### config.mk
export PLATFORM = sky130hd
export DESIGN_NAME = any1_decode_top
export DESIGN_NICKNAME = d
export VERILOG_FILES = /design/src/hdl/any1_isa_pkg.sv /design/src/hdl/any1_decode_pkg.sv /design/src/hdl/any1_opcode_decode.sv /design/src/hdl/any1_operand_gen.sv /design/src/hdl/any1_decode_buf.sv /design/src/hdl/any1_decode_top.sv
export SDC_FILE = /design/constraint.sdc
export NUM_CORES = 1
export LEC_CHECK = 0
export BUFFER_PORTS_ARGS = -buffer_cell sky130_fd_sc_hd__buf_2
export CAP_MARGIN = 15
export CORE_AREA = 4 4 149 151
export DETAILED_ROUTE_END_ITERATION = 7
export DIE_AREA = 0 0 153 155
export HOLD_SLACK_MARGIN = 0.03
export PLACE_DENSITY = 0.54
export SYNTH_ARGS = -nofsm -noshare
export SYNTH_HDL_FRONTEND = slang
export SYNTH_SLANG_ARGS = --single-unit
### constraint.sdc
create_clock -name clk -period 2.7 [get_ports clk]
set_input_delay 0.135 -clock clk [delete_from_list [all_inputs] [get_ports clk]]
set_output_delay 0.135 -clock clk [all_outputs]
set_load 0.01 [all_outputs]
### src/hdl/any1_isa_pkg.sv
/*
 * any1 instruction set encoding
 * Data and instruction widths, instruction field positions and the
 * opcode and function encodings seen by the decode stage
 */
package any1_isa_pkg;

	// ============================================================
	// Widths
	// ============================================================
	localparam int INSN_W = 36;
	localparam int WORD_W = 64;
	localparam int REG_W  = 6;

	typedef logic [WORD_W-1:0] Word;
	typedef logic [WORD_W-1:0] Address;

	// Stack pointer, used implicitly by CALL and RTS
	localparam logic [REG_W-1:0] REG_SP = 6'd30;

	// ============================================================
	// Field positions in the instruction word
	// ============================================================
	localparam int OPC_MSB  = 7;
	localparam int OPC_LSB  = 0;
	localparam int RT_MSB   = 13;
	localparam int RT_LSB   = 8;
	localparam int RA_MSB   = 19;
	localparam int RA_LSB   = 14;
	localparam int RB_MSB   = 25;
	localparam int RB_LSB   = 20;
	localparam int FUNC_MSB = 35;
	localparam int FUNC_LSB = 30;
	localparam int IMM_MSB  = 35;
	localparam int IMM_LSB  = 20;
	localparam int JD_MSB   = 35;
	localparam int JD_LSB   = 10;
	localparam int LD_MSB   = 31;
	localparam int LD_LSB   = 20;
	// Upper part of the branch displacement, the rt field supplies the rest
	localparam int BRH_MSB  = 35;
	localparam int BRH_LSB  = 28;

	// ============================================================
	// Opcodes
	// ============================================================
	// R1, R2 and R3 select a function group through the func field
	typedef enum logic [OPC_MSB-OPC_LSB:0] {
		BRK   = 8'h00,
		R1    = 8'h01,
		R2    = 8'h02,
		R3    = 8'h03,
		ADDI  = 8'h04,
		MULI  = 8'h06,
		ANDI  = 8'h08,
		ORI   = 8'h09,
		XORI  = 8'h0A,
		MULUI = 8'h0E,
		SLTI  = 8'h13,
		SLTUI = 8'h14,
		NOP   = 8'h3F,
		JAL   = 8'h40,
		JALR  = 8'h41,
		CALL  = 8'h42,
		RTS   = 8'h43,
		BEQ   = 8'h48,
		BNE   = 8'h49,
		BLT   = 8'h4A,
		BGE   = 8'h4B,
		BLTU  = 8'h4C,
		BGEU  = 8'h4D,
		LDx   = 8'h60,
		LDxX  = 8'h61,
		LEA   = 8'h62,
		STx   = 8'h70,
		STxX  = 8'h71
	} opcode_e;

	// Function codes are unique across the three groups
	typedef enum logic [FUNC_MSB-FUNC_LSB:0] {
		CTLZ  = 6'h00,
		CTPOP = 6'h02,
		ADD   = 6'h04,
		SUB   = 6'h05,
		AND   = 6'h08,
		OR    = 6'h09,
		XOR   = 6'h0A,
		ABS   = 6'h0C,
		NOT   = 6'h0D,
		MUL   = 6'h10,
		MULU  = 6'h11,
		DIV   = 6'h14,
		DIVU  = 6'h15,
		SLL   = 6'h20,
		SRL   = 6'h21,
		SLLI  = 6'h24,
		SRLI  = 6'h25,
		SEQ   = 6'h26,
		SLT   = 6'h28,
		SLTU  = 6'h29,
		CHK   = 6'h30
	} func_e;

endpackage

### src/hdl/any1_decode_pkg.sv
/*
 * any1 decoder formats
 * Encodings that tell the operand generator how to build the
 * immediate and which register numbers to select
 */
package any1_decode_pkg;

	localparam int IMM_FMT_W = 4;
	localparam int RT_FMT_W  = 2;
	localparam int RA_FMT_W  = 1;
	localparam int RC_FMT_W  = 1;

	// Number of rt bits kept for a link register
	localparam int LINK_W = 2;

	// ============================================================
	// Immediate formats
	// ============================================================
	typedef enum logic [IMM_FMT_W-1:0] {
		IMM_NONE  = 4'd0,
		IMM_S16   = 4'd1,
		IMM_Z16   = 4'd2,
		IMM_O16   = 4'd3,
		IMM_SHAMT = 4'd4,
		IMM_J26   = 4'd5,
		IMM_BR    = 4'd6,
		IMM_LD    = 4'd7,
		IMM_ST    = 4'd8
	} imm_fmt_e;

	// ============================================================
	// Register selection formats
	// ============================================================
	typedef enum logic [RT_FMT_W-1:0] {
		RT_NONE  = 2'd0,
		RT_FIELD = 2'd1,
		RT_LINK  = 2'd2,
		RT_SP    = 2'd3
	} rt_fmt_e;

	typedef enum logic [RA_FMT_W-1:0] {
		RA_FIELD = 1'b0,
		RA_SP    = 1'b1
	} ra_fmt_e;

	// Rc is carried in the rt field
	typedef enum logic [RC_FMT_W-1:0] {
		RC_NONE  = 1'b0,
		RC_FIELD = 1'b1
	} rc_fmt_e;

endpackage

### src/hdl/any1_opcode_decode.sv
/*
 * any1 opcode classifier
 * Maps the opcode and function code to the control flags and to the
 * formats used by the operand generator
 */
module any1_opcode_decode
	import any1_isa_pkg::*;
	import any1_decode_pkg::*;
(
	input  logic [INSN_W-1:0] ir,
	output logic              ui,
	output logic              rfwr,
	output logic              mc,
	output logic              is_signed,
	output logic              branch,
	output logic              mem_op,
	output logic              need_ra,
	output logic              need_rb,
	output logic              need_rc,
	output imm_fmt_e          imm_fmt,
	output rt_fmt_e           rt_fmt,
	output ra_fmt_e           ra_fmt,
	output rc_fmt_e           rc_fmt
);

	opcode_e opcode;
	func_e   func;

	assign opcode = opcode_e'(ir[OPC_MSB:OPC_LSB]);
	assign func   = func_e'(ir[FUNC_MSB:FUNC_LSB]);

	always_comb begin
		// Anything not matched below stays unimplemented
		ui        = 1'b1;
		rfwr      = 1'b0;
		mc        = 1'b0;
		is_signed = 1'b1;
		branch    = 1'b0;
		mem_op    = 1'b0;
		need_ra   = 1'b1;
		need_rb   = 1'b0;
		need_rc   = 1'b0;
		imm_fmt   = IMM_NONE;
		rt_fmt    = RT_NONE;
		ra_fmt    = RA_FIELD;
		rc_fmt    = RC_NONE;

		case (opcode)
			BRK, NOP: ui = 1'b0;
			R1: begin
				case (func)
					ABS, NOT, CTLZ, CTPOP: begin
						ui     = 1'b0;
						rfwr   = 1'b1;
						rt_fmt = RT_FIELD;
					end
					default: ;
				endcase
			end
			R2: begin
				need_rb = 1'b1;
				case (func)
					ADD, SUB, AND, OR, XOR, SLL, SRL, SEQ, SLT, SLTU,
					SLLI, SRLI, MUL, MULU, DIV, DIVU: begin
						ui     = 1'b0;
						rfwr   = 1'b1;
						rt_fmt = RT_FIELD;
					end
					default: ;
				endcase
				// Shift amount and multi-cycle or unsigned forms within the group
				case (func)
					SLLI, SRLI: imm_fmt = IMM_SHAMT;
					MUL, DIV: mc = 1'b1;
					MULU, DIVU: begin
						mc        = 1'b1;
						is_signed = 1'b0;
					end
					SLTU: is_signed = 1'b0;
					default: ;
				endcase
			end
			R3: begin
				need_rb = 1'b1;
				if (func == CHK) begin
					ui      = 1'b0;
					need_rc = 1'b1;
					rc_fmt  = RC_FIELD;
				end
			end
			ADDI, SLTI, MULI, ORI, XORI, SLTUI, MULUI, ANDI: begin
				ui      = 1'b0;
				rfwr    = 1'b1;
				rt_fmt  = RT_FIELD;
				imm_fmt = (opcode == ANDI) ? IMM_O16 :
				          (opcode inside {ADDI, SLTI, MULI}) ? IMM_S16 : IMM_Z16;
				mc        = opcode inside {MULI, MULUI};
				is_signed = !(opcode inside {SLTUI, MULUI});
			end
			JAL, JALR, CALL, RTS: begin
				ui      = 1'b0;
				rfwr    = 1'b1;
				mc      = 1'b1;
				need_ra = !(opcode inside {JAL, CALL});
				imm_fmt = (opcode inside {JAL, CALL}) ? IMM_J26 : IMM_S16;
				if (opcode inside {CALL, RTS}) begin
					rt_fmt = RT_SP;
					ra_fmt = RA_SP;
				end else begin
					rt_fmt = RT_LINK;
				end
			end
			BEQ, BNE, BLT, BGE, BLTU, BGEU: begin
				ui        = 1'b0;
				branch    = 1'b1;
				mc        = 1'b1;
				need_rb   = 1'b1;
				imm_fmt   = IMM_BR;
				is_signed = !(opcode inside {BLTU, BGEU});
			end
			LDx, LDxX, LEA: begin
				ui      = 1'b0;
				rfwr    = 1'b1;
				mc      = 1'b1;
				mem_op  = 1'b1;
				rt_fmt  = RT_FIELD;
				need_rb = (opcode == LDxX);
				imm_fmt = (opcode == LDxX) ? IMM_NONE : IMM_LD;
			end
			STx, STxX: begin
				ui      = 1'b0;
				mc      = 1'b1;
				mem_op  = 1'b1;
				need_rb = 1'b1;
				imm_fmt = (opcode == STx) ? IMM_ST : IMM_NONE;
			end
			default: ;
		endcase

		// Branches and CHK only read registers, so the table never pairs them with a write
		assert (!(rfwr && branch))
			else $error("decode: branch marked as register writer, ir=%h", ir);
		assert (!need_rc || !rfwr)
			else $error("decode: CHK form marked as register writer, ir=%h", ir);
	end

endmodule

### src/hdl/any1_operand_gen.sv
/*
 * any1 operand generator
 * Selects register numbers and builds the 64-bit immediate from the
 * instruction fields according to the decoded formats
 */
module any1_operand_gen
	import any1_isa_pkg::*;
	import any1_decode_pkg::*;
(
	input  logic [INSN_W-1:0] ir,
	input  imm_fmt_e          imm_fmt,
	input  rt_fmt_e           rt_fmt,
	input  ra_fmt_e           ra_fmt,
	input  rc_fmt_e           rc_fmt,
	output logic [REG_W-1:0]  ra,
	output logic [REG_W-1:0]  rb,
	output logic [REG_W-1:0]  rc,
	output logic [REG_W-1:0]  rt,
	output Word               imm
);

	logic [REG_W-1:0]       rt_field;
	logic [IMM_MSB:IMM_LSB] imm16;
	logic [JD_MSB:JD_LSB]   jdisp;
	logic [LD_MSB:LD_LSB]   ld_disp;
	// Split displacements, high bits on top of the rt field
	logic [BRH_MSB-BRH_LSB+REG_W:0]   br_disp;
	logic [FUNC_MSB-FUNC_LSB+REG_W:0] st_disp;

	assign rt_field = ir[RT_MSB:RT_LSB];
	assign imm16    = ir[IMM_MSB:IMM_LSB];
	assign jdisp    = ir[JD_MSB:JD_LSB];
	assign ld_disp  = ir[LD_MSB:LD_LSB];
	assign br_disp  = {ir[BRH_MSB:BRH_LSB], rt_field};
	assign st_disp  = {ir[FUNC_MSB:FUNC_LSB], rt_field};

	// ============================================================
	// Register numbers
	// ============================================================
	assign rb = ir[RB_MSB:RB_LSB];
	assign ra = (ra_fmt == RA_SP) ? REG_SP : ir[RA_MSB:RA_LSB];
	assign rc = (rc_fmt == RC_FIELD) ? rt_field : '0;

	always_comb begin
		case (rt_fmt)
			RT_FIELD: rt = rt_field;
			// Only the low link register bits survive
			RT_LINK:  rt = {{(REG_W-LINK_W){1'b0}}, rt_field[LINK_W-1:0]};
			RT_SP:    rt = REG_SP;
			default:  rt = '0;
		endcase
	end

	// ============================================================
	// Immediate
	// ============================================================
	// A size cast of a signed value sign-extends it to the word width
	always_comb begin
		case (imm_fmt)
			IMM_S16:   imm = Word'(signed'(imm16));
			IMM_Z16:   imm = Word'(imm16);
			IMM_O16:   imm = {{(WORD_W-$bits(imm16)){1'b1}}, imm16};
			IMM_SHAMT: imm = Word'(rb);
			IMM_J26:   imm = Word'(signed'(jdisp));
			IMM_BR:    imm = Word'(signed'(br_disp));
			IMM_LD:    imm = Word'(signed'(ld_disp));
			IMM_ST:    imm = Word'(signed'(st_disp));
			default:   imm = '0;
		endcase
	end

endmodule

### src/hdl/any1_decode_buf.sv
/*
 * any1 decode buffer
 * Registers the decode record with the instruction address and
 * prediction, one cycle after the word was presented
 */
module any1_decode_buf
	import any1_isa_pkg::*;
(
	input  logic             clk,
	input  logic             rst_n,
	input  logic             a2d_valid,
	input  Address           a2d_ip,
	input  Address           a2d_predicted_ip,
	input  logic             a2d_predict_taken,
	input  logic             ui,
	input  logic             rfwr,
	input  logic             mc,
	input  logic             is_signed,
	input  logic             branch,
	input  logic             mem_op,
	input  logic             need_ra,
	input  logic             need_rb,
	input  logic             need_rc,
	input  logic [REG_W-1:0] ra,
	input  logic [REG_W-1:0] rb,
	input  logic [REG_W-1:0] rc,
	input  logic [REG_W-1:0] rt,
	input  Word              imm,
	output logic             dec_valid,
	output Address           dec_ip,
	output Address           dec_pip,
	output logic             dec_predict_taken,
	output logic             dec_ui,
	output logic             dec_rfwr,
	output logic             dec_mc,
	output logic             dec_is_signed,
	output logic             dec_branch,
	output logic             dec_mem_op,
	output logic             dec_need_ra,
	output logic             dec_need_rb,
	output logic             dec_need_rc,
	output logic [REG_W-1:0] dec_ra,
	output logic [REG_W-1:0] dec_rb,
	output logic [REG_W-1:0] dec_rc,
	output logic [REG_W-1:0] dec_rt,
	output Word              dec_imm
);

	// Control state that later stages act on
	always_ff @(posedge clk) begin
		if (!rst_n) begin
			dec_valid  <= 1'b0;
			dec_ui     <= 1'b0;
			dec_rfwr   <= 1'b0;
			dec_mc     <= 1'b0;
			dec_branch <= 1'b0;
			dec_mem_op <= 1'b0;
		end else begin
			dec_valid  <= a2d_valid;
			dec_ui     <= ui;
			dec_rfwr   <= rfwr;
			dec_mc     <= mc;
			dec_branch <= branch;
			dec_mem_op <= mem_op;
		end
	end

	// Payload is captured every cycle and qualified by dec_valid
	always_ff @(posedge clk) begin
		dec_ip            <= a2d_ip;
		dec_pip           <= a2d_predicted_ip;
		dec_predict_taken <= a2d_predict_taken;
		dec_is_signed     <= is_signed;
		dec_need_ra       <= need_ra;
		dec_need_rb       <= need_rb;
		dec_need_rc       <= need_rc;
		dec_ra            <= ra;
		dec_rb            <= rb;
		dec_rc            <= rc;
		dec_rt            <= rt;
		dec_imm           <= imm;
	end

	// No record survives a reset edge
	assert property (@(posedge clk) !rst_n |=> !dec_valid);

	// An unimplemented instruction must not reach writeback or the multi-cycle units
	assert property (@(posedge clk) disable iff (!rst_n) dec_ui |-> !dec_rfwr && !dec_mc);

endmodule

### src/hdl/any1_decode_top.sv
/*
 * any1 decode stage
 * Classifies the instruction, extracts its operands and registers
 * the decode record
 */
module any1_decode_top
	import any1_isa_pkg::*;
	import any1_decode_pkg::*;
(
	input  logic              clk,
	input  logic              rst_n,
	input  logic              a2d_valid,
	input  logic [INSN_W-1:0] a2d_ir,
	input  Address            a2d_ip,
	input  Address            a2d_predicted_ip,
	input  logic              a2d_predict_taken,
	output logic              dec_valid,
	output Address            dec_ip,
	output Address            dec_pip,
	output logic              dec_predict_taken,
	output logic [REG_W-1:0]  dec_ra,
	output logic [REG_W-1:0]  dec_rb,
	output logic [REG_W-1:0]  dec_rc,
	output logic [REG_W-1:0]  dec_rt,
	output Word               dec_imm,
	output logic              dec_ui,
	output logic              dec_rfwr,
	output logic              dec_mc,
	output logic              dec_is_signed,
	output logic              dec_branch,
	output logic              dec_mem_op,
	output logic              dec_need_ra,
	output logic              dec_need_rb,
	output logic              dec_need_rc
);

	logic             ui;
	logic             rfwr;
	logic             mc;
	logic             is_signed;
	logic             branch;
	logic             mem_op;
	logic             need_ra;
	logic             need_rb;
	logic             need_rc;
	imm_fmt_e         imm_fmt;
	rt_fmt_e          rt_fmt;
	ra_fmt_e          ra_fmt;
	rc_fmt_e          rc_fmt;
	logic [REG_W-1:0] ra;
	logic [REG_W-1:0] rb;
	logic [REG_W-1:0] rc;
	logic [REG_W-1:0] rt;
	Word              imm;

	any1_opcode_decode i_any1_opcode_decode (
		.ir        (a2d_ir),
		.ui        (ui),
		.rfwr      (rfwr),
		.mc        (mc),
		.is_signed (is_signed),
		.branch    (branch),
		.mem_op    (mem_op),
		.need_ra   (need_ra),
		.need_rb   (need_rb),
		.need_rc   (need_rc),
		.imm_fmt   (imm_fmt),
		.rt_fmt    (rt_fmt),
		.ra_fmt    (ra_fmt),
		.rc_fmt    (rc_fmt)
	);

	any1_operand_gen i_any1_operand_gen (
		.ir      (a2d_ir),
		.imm_fmt (imm_fmt),
		.rt_fmt  (rt_fmt),
		.ra_fmt  (ra_fmt),
		.rc_fmt  (rc_fmt),
		.ra      (ra),
		.rb      (rb),
		.rc      (rc),
		.rt      (rt),
		.imm     (imm)
	);

	any1_decode_buf i_any1_decode_buf (
		.clk               (clk),
		.rst_n             (rst_n),
		.a2d_valid         (a2d_valid),
		.a2d_ip            (a2d_ip),
		.a2d_predicted_ip  (a2d_predicted_ip),
		.a2d_predict_taken (a2d_predict_taken),
		.ui                (ui),
		.rfwr              (rfwr),
		.mc                (mc),
		.is_signed         (is_signed),
		.branch            (branch),
		.mem_op            (mem_op),
		.need_ra           (need_ra),
		.need_rb           (need_rb),
		.need_rc           (need_rc),
		.ra                (ra),
		.rb                (rb),
		.rc                (rc),
		.rt                (rt),
		.imm               (imm),
		.dec_valid         (dec_valid),
		.dec_ip            (dec_ip),
		.dec_pip           (dec_pip),
		.dec_predict_taken (dec_predict_taken),
		.dec_ui            (dec_ui),
		.dec_rfwr          (dec_rfwr),
		.dec_mc            (dec_mc),
		.dec_is_signed     (dec_is_signed),
		.dec_branch        (dec_branch),
		.dec_mem_op        (dec_mem_op),
		.dec_need_ra       (dec_need_ra),
		.dec_need_rb       (dec_need_rb),
		.dec_need_rc       (dec_need_rc),
		.dec_ra            (dec_ra),
		.dec_rb            (dec_rb),
		.dec_rc            (dec_rc),
		.dec_rt            (dec_rt),
		.dec_imm           (dec_imm)
	);

endmodule

==> impl_metrics.csv <==
group,metric,value,unit
status,status,"finished, final reports clean",
detailed_routing,drtIter0Drc,386,
grt,grt_pass1_vias,5480,
cts,cts_root_buf,"clkbuf_16",
setup_path,worstPathArrival,2200,ps
grt,grtUsageTotal,21.0,%
floorplan,rows,53,
setup_path,cp_top_family,"simple AND/OR/NAND/NOR gates",
sta,maxSlewHeadroom,48.2,%
cts,cts_inserted_buffers,17,
placement,place_inst,1058,
yosys,postSynthCellCount,446,
final_layout,area_growth,72.6,%
floorplan,die_area,23700,um^2
detailed_routing,wl,25800,um
final_layout,finish.utilization,46.6,%
yosys,synth_edf_count,0,
sta,worstMarginPinSlew,776,ps
cts,cts_tree,"built",
floorplan,design.core.area,20800,um^2
setup_path,cp_max_fo,16,
detailed_routing,routed_via_density,4.23,
setup_path,worstSetupEndpoint,"i_any1_decode_buf.dec_imm[24]",
worst_hold_path,min_path_type,"in -> reg",
sta,fmax,549,MHz
sta,finalMaxSlewViolations,0,
yosys,syn_area,5620,um^2
setup_path,critPathRequiredTime,3080,ps
sta,rsz0062_at_grt,"no",
pwr,leakagePower,4.83,nW
cts,cts_resized,0,
yosys,ys_seq_area_share,67.3,%
pwr,power_density,654,nW/um^2
detailed_routing,ant_nets,0,
final_layout,final_cell_mix,"394 x buf_2, 189 x dfxtp_1, 154 x dlygate4sd3_1",
setup_path,cpPeakStageDelay,530,ps
detailed_routing,drt-wirelength-per-cell,20.7,um
yosys,async_reset_ff_share,0,%
sta,final.period_utilization,67.4,%
setup_path,cp.depth,7,
final_layout,finish.net_count,1124,
cts,cts.path.max_buffers,2,
floorplan,die_y,155,um
placement,place.gp.congestion,0.883,
yosys,synthDistinctLibCells,64,
floorplan,initial_utilization,27.0,%
sta,hold_viol,0,
yosys,synth_seq_cells,189,
grt,grt_start_max_net_pins,40,
grt,antenna_found_initial,2,
floorplan,num_io_pins,395,
setup_path,setup.worst_path.start,"a2d_ir[5]",
placement,portBuffers,394,
cts,htreeDepth,4,
grt,grt_overflow_total,0,
cts,clk_pin_slew,80,ps
sta,min_period,1820,ps
setup_path,cp_cell_sequence,"buf_2, nor4b_1, and2_1, or2_1, a21oi_2, o32ai_4, a21o_1",
floorplan,die-width,153,um
final_layout,final_cells,1245,
placement,dp_hpwl,19700,um
pwr,ir_worst_vdd,309,uV
detailed_routing,drc,0,
setup_path,timing_worst_setup_path_type,"in -> reg",
run,maxCapViolCount,0,
sta,setup_violations,0,
yosys,yosys_warnings,0,
detailed_routing,num_vias,5263,
setup_path,worst-path-buf-inv,1,
yosys,synth_nets,614,
cts,cts_sinks,189,
grt,grt_first_pass_wirelength,37000,um
final_layout,final_common_cell,"buf_2",
detailed_routing,drt_first_pass_iters,5,
sta,tns,0,ps
setup_path,cp-start-kind,"input port",
yosys,syn_avg_cell_area,12.6,um^2
setup_path,end_kind,"register",
yosys,synth-main-ff-cell,"dfxtp_1",
setup_path,crit_slowest_cell,"nor4b_1",
final_layout,drive_above_1_share,46.1,%
==> sequential cells by signal (all words and copies together), names as in the netlist, 6 cells and up <==
| signal | flops |
|---|---|
| i_any1_decode_buf.dec_imm | 26 |
| i_any1_decode_buf.dec_ip | 64 |
| i_any1_decode_buf.dec_pip | 64 |
| i_any1_decode_buf.dec_ra | 6 |
| i_any1_decode_buf.dec_rb | 6 |
| i_any1_decode_buf.dec_rc | 6 |
| i_any1_decode_buf.dec_rt | 6 |
==> report_power, final <==
group          internal, W  leakage (nW)  switching, W
Clock              0.00135         0.300       0.00127
Combinational     0.000381          2.95      0.000376
Sequential         0.00292          1.58     0.0000433
Total              0.00466          4.83       0.00169
==> final cells by class <==
cell class                 count  area (um^2)
antenna                        1         2.50
clock inverter                14          189
fill                        1974        11100
timing repair buffer         551         3540
multi-input combinational    192         1400
tap                          275          344
inverter                       5         18.8
clock buffer                  18          429
sequential                   189         3780
==> metal layers <==
metal / wire length [um] / up-vias / track usage (%)
met5: 0 / - / 0
met4: 1160 / 0 / 10.0
met3: 1640 / 47 / 6.09
met2: 12500 / 232 / 33.9
met1: 10600 / 2453 / 25.9
li1: - / 2531 / -
==> synth_stat cells (2+ instances only) <==
cell / instances / area [um^2]
o21ai_2: 3 / 26.3
nor2b_1: 4 / 25.0
buf_6: 5 / 56.3
nor2_1: 10 / 37.5
nor4b_1: 2 / 17.5
nor4_1: 3 / 18.8
a21o_1: 16 / 120
a22o_1: 12 / 105
nor3_1: 8 / 40.0
o21ai_0: 9 / 45.0
a211oi_1: 2 / 15.0
and3b_1: 5 / 43.8
buf_2: 6 / 30.0
nand3_1: 3 / 15.0
o21ai_1: 2 / 10.0
and2_1: 11 / 68.8
nand2_1: 15 / 56.3
a31oi_1: 3 / 18.8
inv_1: 5 / 18.8
nor4bb_1: 2 / 20.0
nor3b_1: 7 / 52.6
nand4_1: 3 / 18.8
a21oi_1: 9 / 45.0
dfxtp_1: 189 / 3780
nor3_4: 2 / 32.5
clkbuf_1: 9 / 33.8
nand2b_1: 7 / 43.8
and3_1: 3 / 18.8
o21a_1: 3 / 22.5
buf_4: 40 / 300
o22ai_1: 3 / 18.8
nand3b_1: 3 / 22.5
a22oi_1: 4 / 30.0
a221o_1: 8 / 80.1
==> what timing repair did <==
| action | 4_1_cts | 5_1_grt |
|---|---|---|
| buffers inserted | 0 | 0 |
| hold buffers | 154 | 0 |
| endpoints found under the hold margin | 173 | 0 |
==> through the flow <==
stage	worst slack [ps]	hold slack, ps	total power (W)	instance area (um^2)
2_1_floorplan	985	163	0.00326	5620
3_3_place_gp	499	238	0.00359	7540
3_5_place_dp	476	239	0.00359	7540
4_1_cts	936	55.9	0.00639	9700
5_1_grt	739	67.4	0.00658	9700
6_report	879	68.8	0.00634	9700
==> worst min-delay path by stage <==
| stage | start | endpoint | slack, ps | cells after the start |
|---|---|---|---|---|
| 3_5_place_dp | a2d_predicted_ip[59] | i_any1_decode_buf.dec_pip[59] | 240 | 1 |
| 4_1_cts | a2d_ir[30] | i_any1_decode_buf.dec_imm[20] | 60 | 2 |
| 2_1_floorplan | a2d_ip[0] | i_any1_decode_buf.dec_ip[0] | 160 | 0 |
| 6_report | a2d_ir[30] | i_any1_decode_buf.dec_imm[20] | 70 | 2 |
| 5_1_grt | a2d_ir[30] | i_any1_decode_buf.dec_imm[20] | 70 | 2 |
| 3_3_place_gp | a2d_predicted_ip[49] | i_any1_decode_buf.dec_pip[49] | 240 | 1 |
==> kinds of logic after synthesis <==
group	Yosys count	share of synthesized area, %
flops	189	67.3
simple gates	103	12.1
compound gates	87	12.3
buf+inv	65	7.82
xor+xnor	1	0.290
mux	1	0.178
No activity file was read; power rests on OpenSTA's default activity.
